### config.mk
export PLATFORM = sky130hd
export DESIGN_NAME = l15_fifo
export DESIGN_NICKNAME = d
export VERILOG_FILES = /design/src/l15_fifo.sv
export SDC_FILE = /design/constraint.sdc
export NUM_CORES = 1
export LEC_CHECK = 0
export BUFFER_PORTS_ARGS = -buffer_cell sky130_fd_sc_hd__clkbuf_2
export CAP_MARGIN = 5
export CORE_MARGIN = 2
export CORE_UTILIZATION = 33
export DETAILED_ROUTE_END_ITERATION = 8
export PLACE_DENSITY = 0.61
export SYNTH_ARGS = -nofsm -noshare
export SYNTH_HDL_FRONTEND = slang
export SYNTH_SLANG_ARGS = --single-unit
### constraint.sdc
create_clock -name clk_i -period 2.5 [get_ports clk_i]
set_clock_uncertainty 0.2 [all_clocks]
set_input_delay 0.25 -clock clk_i [delete_from_list [all_inputs] [get_ports clk_i]]
set_output_delay 0.25 -clock clk_i [all_outputs]
set_load 0.05 [all_outputs]
### src/l15_fifo.sv
`timescale 1ns/1ns

module l15_fifo #(
  parameter int  ELS = 4,
  parameter type T   = logic
) (
  input  logic clk_i,
  input  logic rst_n_i,

  input  T     data_i,
  input  logic v_i,
  output logic ready_o,

  output T     data_o,
  output logic v_o,
  input  logic yumi_i
);

  typedef logic [$clog2(ELS)-1:0]   ptr_t;
  typedef logic [$clog2(ELS+1)-1:0] cnt_t;

  T     mem [ELS];
  ptr_t wr_ptr_q;
  ptr_t rd_ptr_q;
  cnt_t count_q;
  cnt_t count_next;
  logic ready_q;
  logic wr_en;
  logic rd_en;

  assign wr_en = v_i & ready_q;
  assign rd_en = yumi_i & v_o;

  always_comb begin
    case ({wr_en, rd_en})
      2'b10:   count_next = count_q + 1'b1;
      2'b01:   count_next = count_q - 1'b1;
      default: count_next = count_q;
    endcase
  end

  always_ff @(posedge clk_i) begin
    if (!rst_n_i) begin
      wr_ptr_q <= '0;
      rd_ptr_q <= '0;
      count_q  <= '0;
      ready_q  <= 1'b0;
    end else begin
      if (wr_en) begin
        wr_ptr_q <= (wr_ptr_q == ptr_t'(ELS - 1)) ? '0 : wr_ptr_q + 1'b1;
      end
      if (rd_en) begin
        rd_ptr_q <= (rd_ptr_q == ptr_t'(ELS - 1)) ? '0 : rd_ptr_q + 1'b1;
      end
      count_q <= count_next;
      // Registered full flag, so ready stays low through reset
      ready_q <= (count_next != cnt_t'(ELS));
    end
  end

  // Storage
  always_ff @(posedge clk_i) begin
    if (wr_en) begin
      mem[wr_ptr_q] <= data_i;
    end
  end

  // Head is read straight from storage, no bypass
  assign data_o  = mem[rd_ptr_q];
  assign v_o     = (count_q != '0);
  assign ready_o = ready_q;

endmodule

== After elaboration in Yosys (flattened, before gate mapping) ==
Memories as Yosys holds them, arrays and structs flattened. A register that Yosys moved wholly into a read port is not among the register bits.
Cells that the tools add are included.
Operators by class
  $add $sub $neg: 4
  $mul: 0
  div/mod/pow operators: 0
  $lt $le $gt $ge: 0
  equality and inequality tests: 5
  shift-type cells: 0
  multiplexer cells: 7
  bitwise operators: 2
  reductions and logical operators: 1
Operator list (number)
  $mux W2: 4
  $eq A2 B2 Y1 const B: 3
  $pmux W3 S2: 1
  $add A2 B1 Y2 const B: 2
  $add A3 B1 Y3 const B: 1
  $ne A3 B3 Y1 const B: 1
  $reduce_bool A3 Y1: 1
  $sub A3 B1 Y3 const B: 1
  $and A1 B1 Y1: 2
  $eq A2 B1 Y1 const B: 1
  $mux W1: 2
Storage, ports and cells
  register bits: 8
  bits in latches: 0
  memory bits (writable): 4
  memory bits (read-only): 0
  output and inout port bits: 3
  memories: 1
Memory list
  mem: words 4, bits a word 1, rd ports 1, clocked after Yosys merged registers in 1, wr ports 1, RTL line 22  | T mem [ELS];

== Logic depth before layout (Yosys ltp) ==
  depth in word-level cells: 5
  depth in mapped cells: 8
  depth with buffers taken out: 8

== Worst setup path before layout ==
OpenSTA, ideal clock, no wires.
  path type: register to register
  start point: reg ready_q, in the netlist ready_o
  end point: reg ready_q, in the netlist ready_o
  library setup time: 95 ps
  arrival: 1866 ps
  required time: 2205 ps
  path slack: 339 ps
  stages on the path, launching flop included: 8
  path buffers: 0
  clock period less this slack: 2161 ps
  cells stage by stage: dfxtp_1 -> nand2_1 -> ha_1 -> inv_1 -> fa_1 -> nand3b_1 -> o311ai_0 -> o311ai_1
Between the ends
  word-level cells in the longest chain between the ends: 4
  elaborated cells on any way between the ends: 5
RTL lines
  start, declared: RTL line 27  | logic ready_q;
  start signal, assigned: RTL line 57  | ready_q <= (count_next != cnt_t'(ELS));
  $and A1 B1 Y1 (*): RTL line 31  | assign wr_en = v_i & ready_q;
  $eq A2 B1 Y1 / $eq A2 B2 Y1 (equally long branches): RTL line 35  | case ({wr_en, rd_en})
  $pmux W3 S2 (*): RTL line 35
  $ne A3 B3 Y1 (*): RTL line 57
Mark *: on every way between the ends. The rest lies on a longest branch, timed or not.
A chain may end at the register's enable or synchronous reset.

== Worst setup path after layout ==
  start point: reg count_q[0]
  end point: reg ready_q, in the netlist ready_o
Between the ends
  word-level cells in the longest chain between the ends: 5
  elaborated cells on any way between the ends: 8
RTL lines
  start, declared: RTL line 25  | cnt_t count_q;
  start signal, assigned: RTL line 55  | count_q <= count_next;
  $reduce_bool A3 Y1: RTL line 70  | assign v_o = (count_q != '0);
  $and A1 B1 Y1: RTL line 32  | assign rd_en = yumi_i & v_o;
  $eq A2 B1 Y1 / $eq A2 B2 Y1 (equally long branches): RTL line 35
  $pmux W3 S2 (*): RTL line 35
  $ne A3 B3 Y1 (*): RTL line 57
Marks and branches as above.

==> reports/metrics.csv <==
stage,metric,value,unit
power,Peak VDD IR,0.000597,V
clock_network,"CTS clk-pin slew, worst paths",80,ps
placed_design,gpl congestion,0.683,
power,Pwr per Cell Area,1160,nW/um2
power,Sw Ratio,0.420,
setup_path,CP Max Fanout,6,
final_layout,Final Cell Area,783,um2
yosys,Synth Register Bits,14,
clock_network,TritonCTS Sinks,14,
timing,# setup viols final,0,
clock_network,Skew-Pair Late Insertion Delay,270,ps
power,Leak Pwr,0.345,nW
final_layout,synthesis-to-finish area growth,17.2,%
routing,drt first-iter violations,8,
clock_network,Max Root-Sink Buffers,2,
yosys,Synth Cell Area,668,um2
power,internal power,0.527,mW
routing,Antenna Nets Post-Route,0,
floorplan,Die Y,49.0,um
final_layout,Diodes inserted,0,
yosys,synth warn,0,
setup_path,WS Path Type,flip-flop to flip-flop,
clock_network,CTS Root Cell,clkbuf_4,
power,Design Power,0.908,mW
floorplan,DIE AREA,2400,um2
timing,slew margin rel.,0.786,
power,Comb power frac,0.436,
yosys,register area share after synthesis,0.479,
grt,total track usage,0.0935,
grt,largest net degree at the start of global routing,9,
timing,fmax,468,MHz
run_status,outcome,"finished, final reports clean",
floorplan,I/O pins,8,
clock_network,setup bufs post-CTS,0,
yosys,Post-Syn Instances,62,
timing,Tightest Pin Transition,317,ps
placed_design,Placed Area,737,um2
yosys,Netlist cell types,22,
setup_path,CP required,2490,ps
placed_design,PortBufs,7,
min_path,worst hold path type,input pin to flip-flop,
final_layout,"non-filler cells, final",101,
routing,Remaining DRCs,0,
grt,first-pass GRT wire length,1690,um
clock_network,post-cts gate resize count,0,
placed_design,placed insts,96,
clock_network,clock buffer count from CTS,3,
grt,vias in the first global route,420,
setup_path,crit end category,flip-flop,
timing,Final Critical Period,2140,ps
routing,vias,449,
timing,crit share post-route,0.854,
power,sequential fraction of design power,0.387,
routing,DRT Pass-1 Iters,4,
routing,wire per inst,10.1,um
placed_design,dpl hpwl,766,um
yosys,Synth Area per Inst,10.8,um2
routing,Routed WL,1020,um
power,part of the power in the clock network,0.176,
floorplan,die width,49.0,um
power,Net Sw Power,0.381,mW
timing,final hold vios,0,
final_layout,Layout Nets,87,
clock_network,CTS tree,done,
timing,unrepaired setup endpoints after global routing,false,
flow_run,maxcap violations,0,
placed_design,post-place setup slack,358,ps
timing,Max Slew Vio Count,0,
yosys,syn nets,74,
grt,initial antenna violation count,0,
routing,DR vias/cell,4.45,
final_layout,layout cells sized above 1,0.203,
clock_network,CTS H-tree depth,1,
setup_path,crit path launch type,flip-flop,
timing,final setup margin,364,ps
floorplan,Initial Util,0.344,
final_layout,Post-Route Utilization,0.403,
floorplan,Cell Rows,16,
floorplan,Core Box Area,1940,um2
grt,Congestion Overflow GR,0,
timing,worst hold slack,47.6,ps
timing,setup TNS,0,ps
setup_path,CP arrival,2120,ps
## synthesized netlist by cell type
library cell,number,area share
a21oi_1,3,0.022
a21oi_2,1,0.013
and3_1,4,0.037
dfxtp_1,10,0.30
edfxtp_1,4,0.18
fa_1,1,0.030
ha_1,6,0.11
inv_1,8,0.045
mux2i_1,2,0.030
mux4_2,1,0.034
nand2_1,4,0.022
nand3_1,1,0.0075
nand3b_1,1,0.011
nor2_1,4,0.022
nor2b_1,1,0.0094
o21ai_0,3,0.022
o311ai_0,1,0.013
o311ai_1,1,0.013
o31ai_2,1,0.019
or3_1,2,0.019
or3_2,1,0.011
xor2_1,2,0.026
## logic make-up after synthesis
kind of cell    after synthesis  share of synthesized area
compound gates               10                      0.103
xor+xnor                      2                     0.0262
fa+ha+maj                     7                      0.142
buf+inv                       8                     0.0449
flops                        14                      0.479
mux                           3                     0.0637
simple gates                 18                      0.140
## critical path, cell delays in order, from the launching register on
cell	delay [ps]
dfxtp_1	370
o31ai_2	350
inv_1	80
ha_1	210
inv_1	70
fa_1	440
nand3b_1	100
o311ai_0	130
o311ai_1	100
## cell type report
cell class                 count  area (um2)
fill                         211        1160
sequential                    14         320
multi-input combinational     40         318
timing repair buffer           8        45.0
clock buffer                   4        36.3
tap                           27        33.8
inverter                       8        30.0
## cells in the final DEF (no fill, tap or decap), drive strengths merged, types with 2 or more instances in the layout
| cell | count |
|---|---|
| xor2 | 2 |
| and3 | 4 |
| mux2i | 2 |
| dfxtp | 10 |
| a21oi | 4 |
| o21ai | 3 |
| inv | 8 |
| ha | 6 |
| o311ai | 2 |
| nand2 | 4 |
| edfxtp | 4 |
| or3 | 3 |
| clkbuf | 11 |
| nor2 | 4 |
## power groups by stage
stage	Sequential [mW]	Combinational, mW	Clock, mW
2_1_floorplan	0.371	0.298	0
5_1_grt	0.361	0.432	0.179
3_5_place_dp	0.356	0.397	0
6_report	0.351	0.396	0.160
4_1_cts	0.352	0.400	0.163
3_3_place_gp	0.354	0.389	0
## what timing repair did
item,in CTS,in global routing
endpoints found under the hold margin,4,0
hold buffers,1,0
setup endpoints to repair,0,0
## worst paths after layout
path | end | depth (start not counted) | slack (ps) | start
min reg2reg | rd_ptr_q[0]$_SDFFE_PN0N_ | 2 | 300 | rd_ptr_q[0]$_SDFFE_PN0N_
max reg2reg | ready_o$_SDFF_PN0_ | 8 | 360 | count_q[0]$_SDFF_PN0_
min | count_q[1]$_SDFF_PN0_ | 3 | 50 | rst_n_i
max | ready_o$_SDFF_PN0_ | 8 | 360 | count_q[0]$_SDFF_PN0_
## metal layers
metal | part of all wire | up-vias | global-route usage
li1 | - | 242 | -
met1 | 0.51 | 196 | 0.119
met2 | 0.44 | 9 | 0.137
met3 | 0.042 | 2 | 0.0307
met4 | 0.0088 | 0 | 0.0571
met5 | 0 | - | 0
Power figures use the tool's default switching activity.
