--- src/piton_l15_pkg.sv ---
package piton_l15_pkg;

  // Field widths on the L1.5 interface
  localparam int ADDR_W       = 40;
  localparam int DWORD_W      = 64;
  localparam int RQTYPE_W     = 5;
  localparam int RTNTYPE_W    = 4;
  localparam int INVAL_ADDR_W = 12;

  typedef logic [ADDR_W-1:0]    l15_addr_t;
  typedef logic [DWORD_W-1:0]   l15_dword_t;
  typedef logic [RQTYPE_W-1:0]  l15_rqtype_t;
  typedef logic [RTNTYPE_W-1:0] l15_rtntype_t;

  // Return type codes as sent by the L1.5
  localparam l15_rtntype_t RTN_LOAD   = 4'd0;
  localparam l15_rtntype_t RTN_IFILL  = 4'd1;
  localparam l15_rtntype_t RTN_EVICT  = 4'd3;
  localparam l15_rtntype_t RTN_ST_ACK = 4'd4;
  localparam l15_rtntype_t RTN_INT    = 4'd7;
  localparam l15_rtntype_t RTN_ATOMIC = 4'd13;

  // Queue depths
  localparam int REQ_FIFO_ELS = 4;
  localparam int RET_FIFO_ELS = 16;

  // Engine indices, icache at the low end
  localparam int NUM_ENGINES   = 2;
  localparam int ENGINE_ICACHE = 0;
  localparam int ENGINE_DCACHE = 1;

  // Engine to L1.5 request
  typedef struct packed {
    l15_rqtype_t rqtype;
    logic        nc;
    logic [2:0]  size;
    l15_addr_t   address;
    l15_dword_t  data;
    logic [1:0]  l1rplway;
    logic [3:0]  amo_op;
  } l15_req_t;

  // L1.5 to engine return
  typedef struct packed {
    l15_rtntype_t            rtntype;
    logic                    noncacheable;
    logic                    atomic;
    logic                    threadid;
    l15_dword_t              data_0;
    l15_dword_t              data_1;
    l15_dword_t              data_2;
    l15_dword_t              data_3;
    logic [INVAL_ADDR_W-1:0] inval_address_15_4;
    logic                    inval_icache_inval;
    logic                    inval_dcache_inval;
    logic                    inval_icache_all_way;
    logic                    inval_dcache_all_way;
    logic [1:0]              inval_way;
  } l15_ret_t;

endpackage
--- src/l15_req_arbiter.sv ---
`timescale 1ns/1ns

module l15_req_arbiter (
  // Heads of the per-engine request queues
  input  piton_l15_pkg::l15_req_t [piton_l15_pkg::NUM_ENGINES-1:0] head_i,
  input  logic [piton_l15_pkg::NUM_ENGINES-1:0]                    head_v_i,
  output logic [piton_l15_pkg::NUM_ENGINES-1:0]                    yumi_o,

  // Single request port of the L1.5
  output piton_l15_pkg::l15_req_t                                  l15_req_o,
  output logic                                                     l15_val_o,
  input  logic                                                     l15_ack_i
);

  localparam int REQ_W = $bits(piton_l15_pkg::l15_req_t);

  logic [piton_l15_pkg::NUM_ENGINES-1:0] grant;
  logic [REQ_W-1:0]                      req_sel;

  // Fixed priority, dcache wins whenever it has an entry
  always_comb begin
    grant = '0;
    grant[piton_l15_pkg::ENGINE_DCACHE] = head_v_i[piton_l15_pkg::ENGINE_DCACHE];
    grant[piton_l15_pkg::ENGINE_ICACHE] = head_v_i[piton_l15_pkg::ENGINE_ICACHE]
                                        & ~head_v_i[piton_l15_pkg::ENGINE_DCACHE];
  end

  // One-hot select of the granted head
  always_comb begin
    req_sel = '0;
    for (int i = 0; i < piton_l15_pkg::NUM_ENGINES; i++) begin
      req_sel = req_sel | ({REQ_W{grant[i]}} & head_i[i]);
    end
  end

  assign l15_req_o = piton_l15_pkg::l15_req_t'(req_sel);
  assign l15_val_o = |grant;

  // Ack consumes only the granted entry
  assign yumi_o = grant & {piton_l15_pkg::NUM_ENGINES{l15_ack_i}};

endmodule

--- config.mk ---
export PLATFORM = sky130hd
export DESIGN_NAME = l15_req_arbiter
export DESIGN_NICKNAME = d
export VERILOG_FILES = /design/src/piton_l15_pkg.sv /design/src/l15_req_arbiter.sv
export SDC_FILE = /design/constraint.sdc
export NUM_CORES = 1
export LEC_CHECK = 0
export ABC_AREA = 1
export BUFFER_PORTS_ARGS = -buffer_cell sky130_fd_sc_hd__buf_2
export CAP_MARGIN = 5
export CORE_AREA = 4 4 139 141
export DETAILED_ROUTE_END_ITERATION = 12
export DIE_AREA = 0 0 143 145
export MAX_ROUTING_LAYER = met4
export PLACE_DENSITY = 0.47
export SLEW_MARGIN = 20
export SYNTH_ARGS = -nofsm -noshare
export SYNTH_HDL_FRONTEND = slang
export SYNTH_SLANG_ARGS = --single-unit
--- constraint.sdc ---
create_clock -name vclk -period 1.1
set_clock_uncertainty 0.15 [all_clocks]
set_input_delay 0.22 -clock vclk [all_inputs]
set_output_delay 0.22 -clock vclk [all_outputs]
set_load 0.02 [all_outputs]
# ---- Word level (Yosys, flattened, before mapping)
# Cells that the tools add are included.
dict set report word_totals {
  ff_bits 0
  inputBits 241
  out_inout_bits 122
  wordCells 7
}
dict set report classes {
  bitwise 6
  n_reduce_logical 1
}
# operator count
set op_table {}
lappend op_table {{$and 119x119->119} 2}
lappend op_table {{$or 119x119->119} 1}
lappend op_table {{$and 2x2->2} 1}
lappend op_table {{$reduce_or 2->1} 1}
lappend op_table {{$and 1x1->1} 1}
lappend op_table {{$not 1->1} 1}

# ---- Depth between registers and ports, before layout
# Gate-level depths: netlist of run 1.
dict set report logic_depth {
  word_depth 4
  depth_mapped 6
}

# ---- Worst setup path before layout of run 1
# Ideal clock, no wire load.
dict set report synth_timing {
  path_kind {input to output}
  start {input port head_v_i[1] (netlist name)}
  end {output port yumi_o[0] (netlist name)}
  arrival_time_ps 913
  slack_ps -183
  cell_stages 5
  n_path_buf 2
  path_cell_list {buf_4 clkinv_2 buf_2 nand2_1 nor2_1}
}
dict set report synth_via {
  elab_chain_len 3
}
# element line_no
set synth_lines {}
lappend synth_lines {{start: declaration} l15_req_arbiter.sv:6} ;# input logic [piton_l15_pkg::NUM_ENGINES-1:0] head_v_i,
lappend synth_lines {{$not 1->1} l15_req_arbiter.sv:25} ;# & ~head_v_i[piton_l15_pkg::ENGINE_DCACHE];
lappend synth_lines {{$and 1x1->1} l15_req_arbiter.sv:25}
lappend synth_lines {{$and 2x2->2} l15_req_arbiter.sv:40} ;# assign yumi_o = grant & {piton_l15_pkg::NUM_ENGINES{l15_ack_i}};
lappend synth_lines {{end: declaration} l15_req_arbiter.sv:7} ;# output logic [piton_l15_pkg::NUM_ENGINES-1:0] yumi_o,
# Every way passes these cells.

# ---- Worst setup path after layout of run 1
dict set report layout_timing {
  start {input port head_v_i[1] (netlist name)}
  end {output port l15_val_o}
}
dict set report layout_via {
  elab_chain_len 3
}
# element line_no
set layout_lines {}
lappend layout_lines {{$not 1->1} l15_req_arbiter.sv:25}
lappend layout_lines {{$and 1x1->1} l15_req_arbiter.sv:25}
lappend layout_lines {{$reduce_or 2->1 *} l15_req_arbiter.sv:37} ;# assign l15_val_o = |grant;
lappend layout_lines {{end: declaration} l15_req_arbiter.sv:11} ;# output logic l15_val_o,
# Every way passes the cells marked *; elsewhere a longest branch is shown, timed or not.

==> out/results.ini, run 1 <==
[routing]
drc_errors = 0
met2_length_mm = 9.82
vias = 4394
ant_nets = 0
wl_per_cell_um = 18.2
wl_met3_mm = 1.57
drt_first_iter_violations = 130
firstDrtPassIters = 6
drt-met1-wl_mm = 7.26
routed_via_density = 4.23
top_layer_used = met4
drt_wl_total_mm = 18.9

[cts]
postCtsHoldBufs = 0

[worst_hold_path]
hp-start = head_i[162]
hold_path_depth = 4
hold_path_class = in2out

[synth]
synthDistinctLibCells = 13
synth.top_cell.area_share_pct = 48.4
synth_top_cell_by_area = nand2_1
netlist_instances = 404
avgSynthCellArea_um2 = 4.61
yosysSeqAreaShare_pct = 0
syn_area_um2 = 1860
synth_area_leaders = nand2_1, nand3_1, buf_6
synth_warnings = 0
syn-num-nets = 645

[placed_design]
place_congestion = 0.823
port_buffers = 363
dp.cells = 998
dp_hpwl_mm = 11.2
dpl_cell_area_um2 = 4640

[setup_path]
slowest_delay_ns = 0.23
path_max_fanout = 6
critPathKind = in2out
end_kind = output port
worstPathArrival_ns = 1.04
crit_path_start_kind = primary input
cp_cell_sequence = buf_16 > buf_4 > clkbuf_16 > or2_4 > buf_6
cp_slowest_cell = or2_4
crit_required_ns = 0.73
startpoint = head_v_i[1]

[cells_and_area]
antennaDiodeCount = 0
num-fill-cells = 1784
nets = 1052
instances_no_fill = 1038
nClkBuffers = 0
drive_gt1_share_pct = 89.0
nFlopsAndLatches = 0
regArea_um2 = 0
final_area_um2 = 7210
syn_to_final_growth_pct = 287
multi_input_area_um2 = 2920

[power]
peakVddDrop_mv = 0.244
p_per_area_nw_per_um2 = 476
p_clk_share_pct = 0
switchingPower_mw = 1.71
p_seq_share_pct = 0
internal_power_mw = 1.72
swShare_pct = 50.0
comb_power_share_pct = 100.0
p_leak_nw = 3.69

[grt]
grt_pass1_wl_mm = 23.9
grt_antenna_before_repair = 0
track_usage_pct = 15.0
gr-total-overflow = 0
grt_pass1_vias = 4439
grt_max_degree = 31

[floorplanning]
core-area_um2 = 18000
ios = 363
fp.dieW_um = 143
num_rows = 49
initial_core_util_pct = 10.4
dieHeight_um = 145
design.die.area_um2 = 20700

[sta]
finalHoldViolations = 0
hold_slack_ns = 0.584
setup_tns_ns = -28.46
period_share_pct = 129
worst_slack_ns = -0.314
relSlewSlack_pct = 88.6
tightest_slew_ns = 0.170
final-setup-viol-count = 122
max_freq_mhz = 707
maxSlewViolCount = 0
final.min_clock_period_ns = 1.41
rsz0062_at_grt = true

[run_status]
violations = setup timing
status = finished, violations left

[flow_run]
cap_violations = 0

## cell type report
type                       instances  area share, %
timing repair inverter             1          0.226
timing repair buffer             444           54.7
tap                              229           3.98
multi-input combinational        361           40.6
inverter                           3          0.521
## power groups by stage
stage	registers (mW)	clock network, mW	logic [mW]
after floorplan	0	0	1.19
after global placement	0	0	2.18
after detailed placement	0	0	2.18
after CTS	0	0	3.04
after global routing	0	0	3.63
final	0	0	3.43
## synth_stat cells
master and number:
nor2_1 1, nand2_1 240, nand3_1 109, buf_6 11
buf_8 1, buf_1 3, clkinv_2 1, buf_4 8
or2_2 1, inv_1 2, clkbuf_1 3, nand3_2 10
buf_2 14
## cell families (layout without fill, tap and decap cells)
family / Yosys count / count (layout) / share of synthesized area (%)
buf+inv: 43 / 448 / 16.3
simple gates: 361 / 361 / 83.7
## critical path: cells and delay by family
kind                   cells  cell delay [ns]
buffers and inverters      4             0.59
and+or+nand+nor            1             0.23
## path summary, 6_finish.rpt
path,endpoint
max,l15_val_o
min,l15_req_o[43]
## stage by stage
step	setup WS, ns	utilization [%]	power (mW)
after CTS	-0.318	35.5	3.04
after floorplan	-0.0960	-	1.19
after detailed placement	-0.341	25.8	2.18
final	-0.314	40.1	3.43
after global placement	-0.340	25.8	2.18
after global routing	-0.324	40.1	3.63
## routing by layer
layer	vias to the layer above	GRT usage, %
met5	-	-
met4	0	1.43
met3	17	2.07
met2	248	27.9
li1	2126	-
met1	2003	17.4
## what timing repair did
| item | in CTS | in global routing |
|---|---|---|
| setup buffers | 15 | 2 |
| cloned | 17 | 10 |
| endpoints found under the setup margin | 122 | 122 |
| pin swaps | 18 | 10 |
| resized for setup | 310 | 167 |
## cell usage in the layout (no fill, tap or decap)
cell type and n:
clkbuf_16 8, inv_1 1, buf_8 6, nand3_1 21, or2_4 1, nor2_4 1
nand2_4 50, buf_2 241, clkinv_16 1, inv_2 1, buf_6 111, clkinv_8 1
nand3_2 67, nand2_2 123, buf_12 20, buf_16 18, nand2_1 67, buf_4 40
nand3_4 31
No activity file was read; power rests on OpenSTA's default activity.
==> run 2: changes to the inputs <==
- CELL_PAD_IN_SITES_DETAIL_PLACEMENT: not set -> 1
- CELL_PAD_IN_SITES_GLOBAL_PLACEMENT: not set -> 1
- CORE_AREA: 4 4 139 141 -> 4 4 138 140
- DIE_AREA: 0 0 143 145 -> 0 0 142 144
- PLACE_DENSITY: 0.47 -> 0.82
==> out/results.ini, run 2 (synthesis gave the netlist of run 1 again) <==
[run_status]
status = finished, violations left
violations = setup timing

[worst_hold_path]
hold_path_class = in2out

[cells_and_area]
nClkBuffers = 0
drive_gt1_share_pct = 77.2
final_cell_mix = buf_2, nand2_2, nand3_1, nand2_1
nFlopsAndLatches = 0
layout_commonest_cell = buf_2
syn_to_final_growth_pct = 204
nets = 1010
antennaDiodeCount = 0
regArea_um2 = 0

[grt]
grt_antenna_before_repair = 2
top_usage_layer = met2
track_usage_pct = 14.7
gr-total-overflow = 0
met2_usage_pct = 27.6
grt_pass1_wl_mm = 23.4
grt_max_degree = 55
grt_pass1_vias = 4414
globalRouteMet1Util_pct = 16.9
met3_usage_pct = 2.15

[setup_path]
crit_required_ns = 0.73
crit_path_start_kind = primary input
cp_cell_sequence = buf_16 > clkbuf_16 > buf_6 > or2_4 > buf_6
worstPathArrival_ns = 1.01
cpMostUsedCell = buf_6
path_max_fanout = 6
critPathKind = in2out
cp_slowest_cell = or2_4
end_kind = output port
slowest_delay_ns = 0.22

[floorplanning]
fp.dieW_um = 142
design.die.area_um2 = 20400
initial_core_util_pct = 10.4
num_rows = 49
core-area_um2 = 17800
ios = 363
dieHeight_um = 144

[routing]
vias = 4275
drt_first_iter_violations = 67
drt_wl_total_mm = 18.0
routed_via_density = 4.29
wl_per_cell_um = 18.0
firstDrtPassIters = 4
drc_errors = 0
ant_nets = 0

[sta]
relSlewSlack_pct = 89.5
period_share_pct = 125
maxSlewViolCount = 0
final.min_clock_period_ns = 1.38
tightest_slew_ns = 0.157
worst_slack_ns = -0.277
max_freq_mhz = 726
final-setup-viol-count = 122
rsz0062_at_grt = true
finalHoldViolations = 0

[power]
internal_power_mw = 1.32
comb_power_share_pct = 100.0
peakVddDrop_mv = 0.306
switchingPower_mw = 1.46
p_per_area_nw_per_um2 = 491
p_clk_share_pct = 0
swShare_pct = 52.6
p_seq_share_pct = 0
fin_total_pwr_mw = 2.77
p_leak_nw = 3.17

[placed_design]
dp_hpwl_mm = 12.7
port_buffers = 363
place_congestion = 0.811
detailedPlace.worstSlack_ns = -0.404

[flow_run]
cap_violations = 0

-- run 2: stage by stage --
step	area (um2)	hold slack, ns	setup TNS [ns]	instances	util [%]
after floorplan	2360	0.396	-10.70	404	-
after global placement	4410	0.603	-37.51	977	24.7
after detailed placement	4410	0.607	-39.84	977	24.7
after CTS	5090	0.589	-26.94	986	28.5
after global routing	5650	0.594	-30.12	996	31.7
final	5650	0.586	-25.80	996	31.7
-- run 2: layout make-up --
type	instances	area, um2
tap	229	287
fill	2268	12200
timing repair inverter	1	11.3
multi-input combinational	361	2270
inverter	3	23.8
timing repair buffer	402	3060
-- run 2: path summary, 6_finish.rpt --
kind	depth (start not counted)	startpoint	to	slack (ns)
min	4	head_i[164]	l15_req_o[45]	0.59
max	5	head_v_i[1]	l15_val_o	-0.28
-- run 2: critical path: cells and delay by family --
family	cells	cell delay, ns
buf+inv	4	0.55
simple gates	1	0.22
-- run 2: power by group through the flow --
stage               Clock [mW]  Sequential [mW]  Combinational, mW
floorplan                    0                0               1.19
global placement             0                0               2.08
detailed placement           0                0               2.11
CTS                          0                0               2.51
global route                 0                0               2.96
finish                       0                0               2.77
-- run 2: per-layer routing --
layer / routed length, um / vias up
met5: 0 / -
met4: 325 / 0
met3: 1380 / 26
met2: 9490 / 242
met1: 6770 / 1982
li1: - / 2025
-- run 2: repair_timing --
item / in CTS / in global routing
hold buffers: 0 / 0
cloned: 8 / 9
resized for setup: 154 / 109
buffers inserted: 1 / 1
pin swaps: 0 / 9
endpoints found under the setup margin: 122 / 122
==> run 3: changes to the inputs <==
==> constraint.sdc (replaced) <==
create_clock -name vclk -period 1.1
set_clock_uncertainty 0.15 [all_clocks]
set_input_delay 0.165 -clock vclk [all_inputs]
set_output_delay 0.165 -clock vclk [all_outputs]
set_load 0.02 [all_outputs]
==> out/results.ini, run 3 (synthesis gave the netlist of run 1 again) <==
[run_status]
status = finished, violations left
violations = setup timing

[sta]
period_share_pct = 119
tightest_slew_ns = 0.144
finalHoldViolations = 0
hold_slack_ns = 0.478
final.min_clock_period_ns = 1.31
max_freq_mhz = 761
relSlewSlack_pct = 90.4
maxSlewViolCount = 0
final-setup-viol-count = 121
worst_slack_ns = -0.214
rsz0062_at_grt = true

[grt]
top_usage_layer = met2
met2_usage_pct = 28.9
track_usage_pct = 14.4
met3_usage_pct = 1.92
grt_pass1_vias = 4496
grt_antenna_before_repair = 0
grt_pass1_wl_mm = 23.0
globalRouteMet1Util_pct = 14.6
grt_max_degree = 22
gr-total-overflow = 0

[cells_and_area]
drive_gt1_share_pct = 79.2
syn_to_final_growth_pct = 210
antennaDiodeCount = 0
regArea_um2 = 0
layout_commonest_cell = buf_2
final_area_um2 = 5770
final_cell_mix = buf_2, nand2_2, nand3_1, nand2_1, buf_6
num-fill-cells = 2253
multi_input_area_um2 = 2160
nFlopsAndLatches = 0
nClkBuffers = 0
nets = 1035

[routing]
vias = 4281
drc_errors = 0
drt_wl_total_mm = 17.2
routed_via_density = 4.19
firstDrtPassIters = 4
drt_first_iter_violations = 91
ant_nets = 0
wl_per_cell_um = 16.9

[floorplanning]
dieHeight_um = 144
fp.dieW_um = 142
core-area_um2 = 17800
ios = 363
design.die.area_um2 = 20400
num_rows = 49
initial_core_util_pct = 10.4

[flow_run]
cap_violations = 0

[placed_design]
dp_hpwl_mm = 12.8
dpl_cell_area_um2 = 4400
port_buffers = 363
detailedPlace.worstSlack_ns = -0.266
place_congestion = 0.913

[setup_path]
startpoint = head_v_i[1]
worstPathArrival_ns = 1.00
crit_required_ns = 0.78
path_max_fanout = 8
crit_path_start_kind = primary input
end_kind = output port
critPathKind = in2out

[power]
fin_total_pwr_mw = 2.81
peakVddDrop_mv = 0.243
p_leak_nw = 3.23
p_per_area_nw_per_um2 = 487

[worst_hold_path]
hp-start = head_i[221]
worstHoldEndpoint = l15_req_o[102]
hold_path_class = in2out
hold_path_depth = 4

[cts]
postCtsHoldBufs = 0

==> run 3: cell types whose count changed in the layout (fill, tap and decap cells not counted), moves of 3 or more <==
cell,previous run,this run
buf_8,2,9
nand3_1,92,89
nand2_4,42,10
nand2_2,116,156
buf_12,3,18
clkbuf_16,8,3
buf_4,57,63
buf_6,57,69
buf_16,14,5
nand2_1,82,74
==> run 3: worst max-delay path, cell delays in order <==
cell and delay (ns):
buf_16 0.12, buf_12 0.12, buf_12 0.15, clkbuf_16 0.16, nand2_1 0.07, nand2_2 0.05, buf_4 0.15
==> run 3: cell type report <==
type | instances | share of cell area (%)
inverter | 3 | 0.650
multi-input combinational | 361 | 37.5
timing repair inverter | 2 | 0.542
timing repair buffer | 426 | 56.4
tap | 229 | 4.96
==> run 3: where the power goes <==
group,switching (mW),internal (mW)
Clock,0,0
Sequential,0,0
Combinational,1.45,1.37
==> run 3: per-layer routing <==
metal  up-vias  share of wire (%)
met3        23                7.3
met4         0                2.7
met5         -                  0
met2       234                 55
li1       2077                  -
met1      1947                 35
==> run 3: worst max-delay path by stage <==
stage	to	cells after the start
3_5_place_dp	l15_req_o[92]	6
4_1_cts	l15_req_o[68]	7
5_1_grt	l15_req_o[74]	7
2_1_floorplan	l15_req_o[18]	6
3_3_place_gp	l15_req_o[93]	6
6_report	l15_req_o[74]	7
==> run 3: timing repair <==
item                       in CTS  in global routing
setup endpoints to repair     122                122
buffers inserted                8                  5
pin swaps                       2                  4
resized for setup             187                127
cloned                          5                  6
==> run 3: metrics by stage <==
stage               util [%]  cells  setup TNS [ns]
floorplan                  -    404               0
global placement        24.7    998          -22.29
detailed placement      24.7    998          -23.51
CTS                     29.3   1011          -19.87
global route            32.4   1021          -23.81
finish                  32.4   1021          -19.50
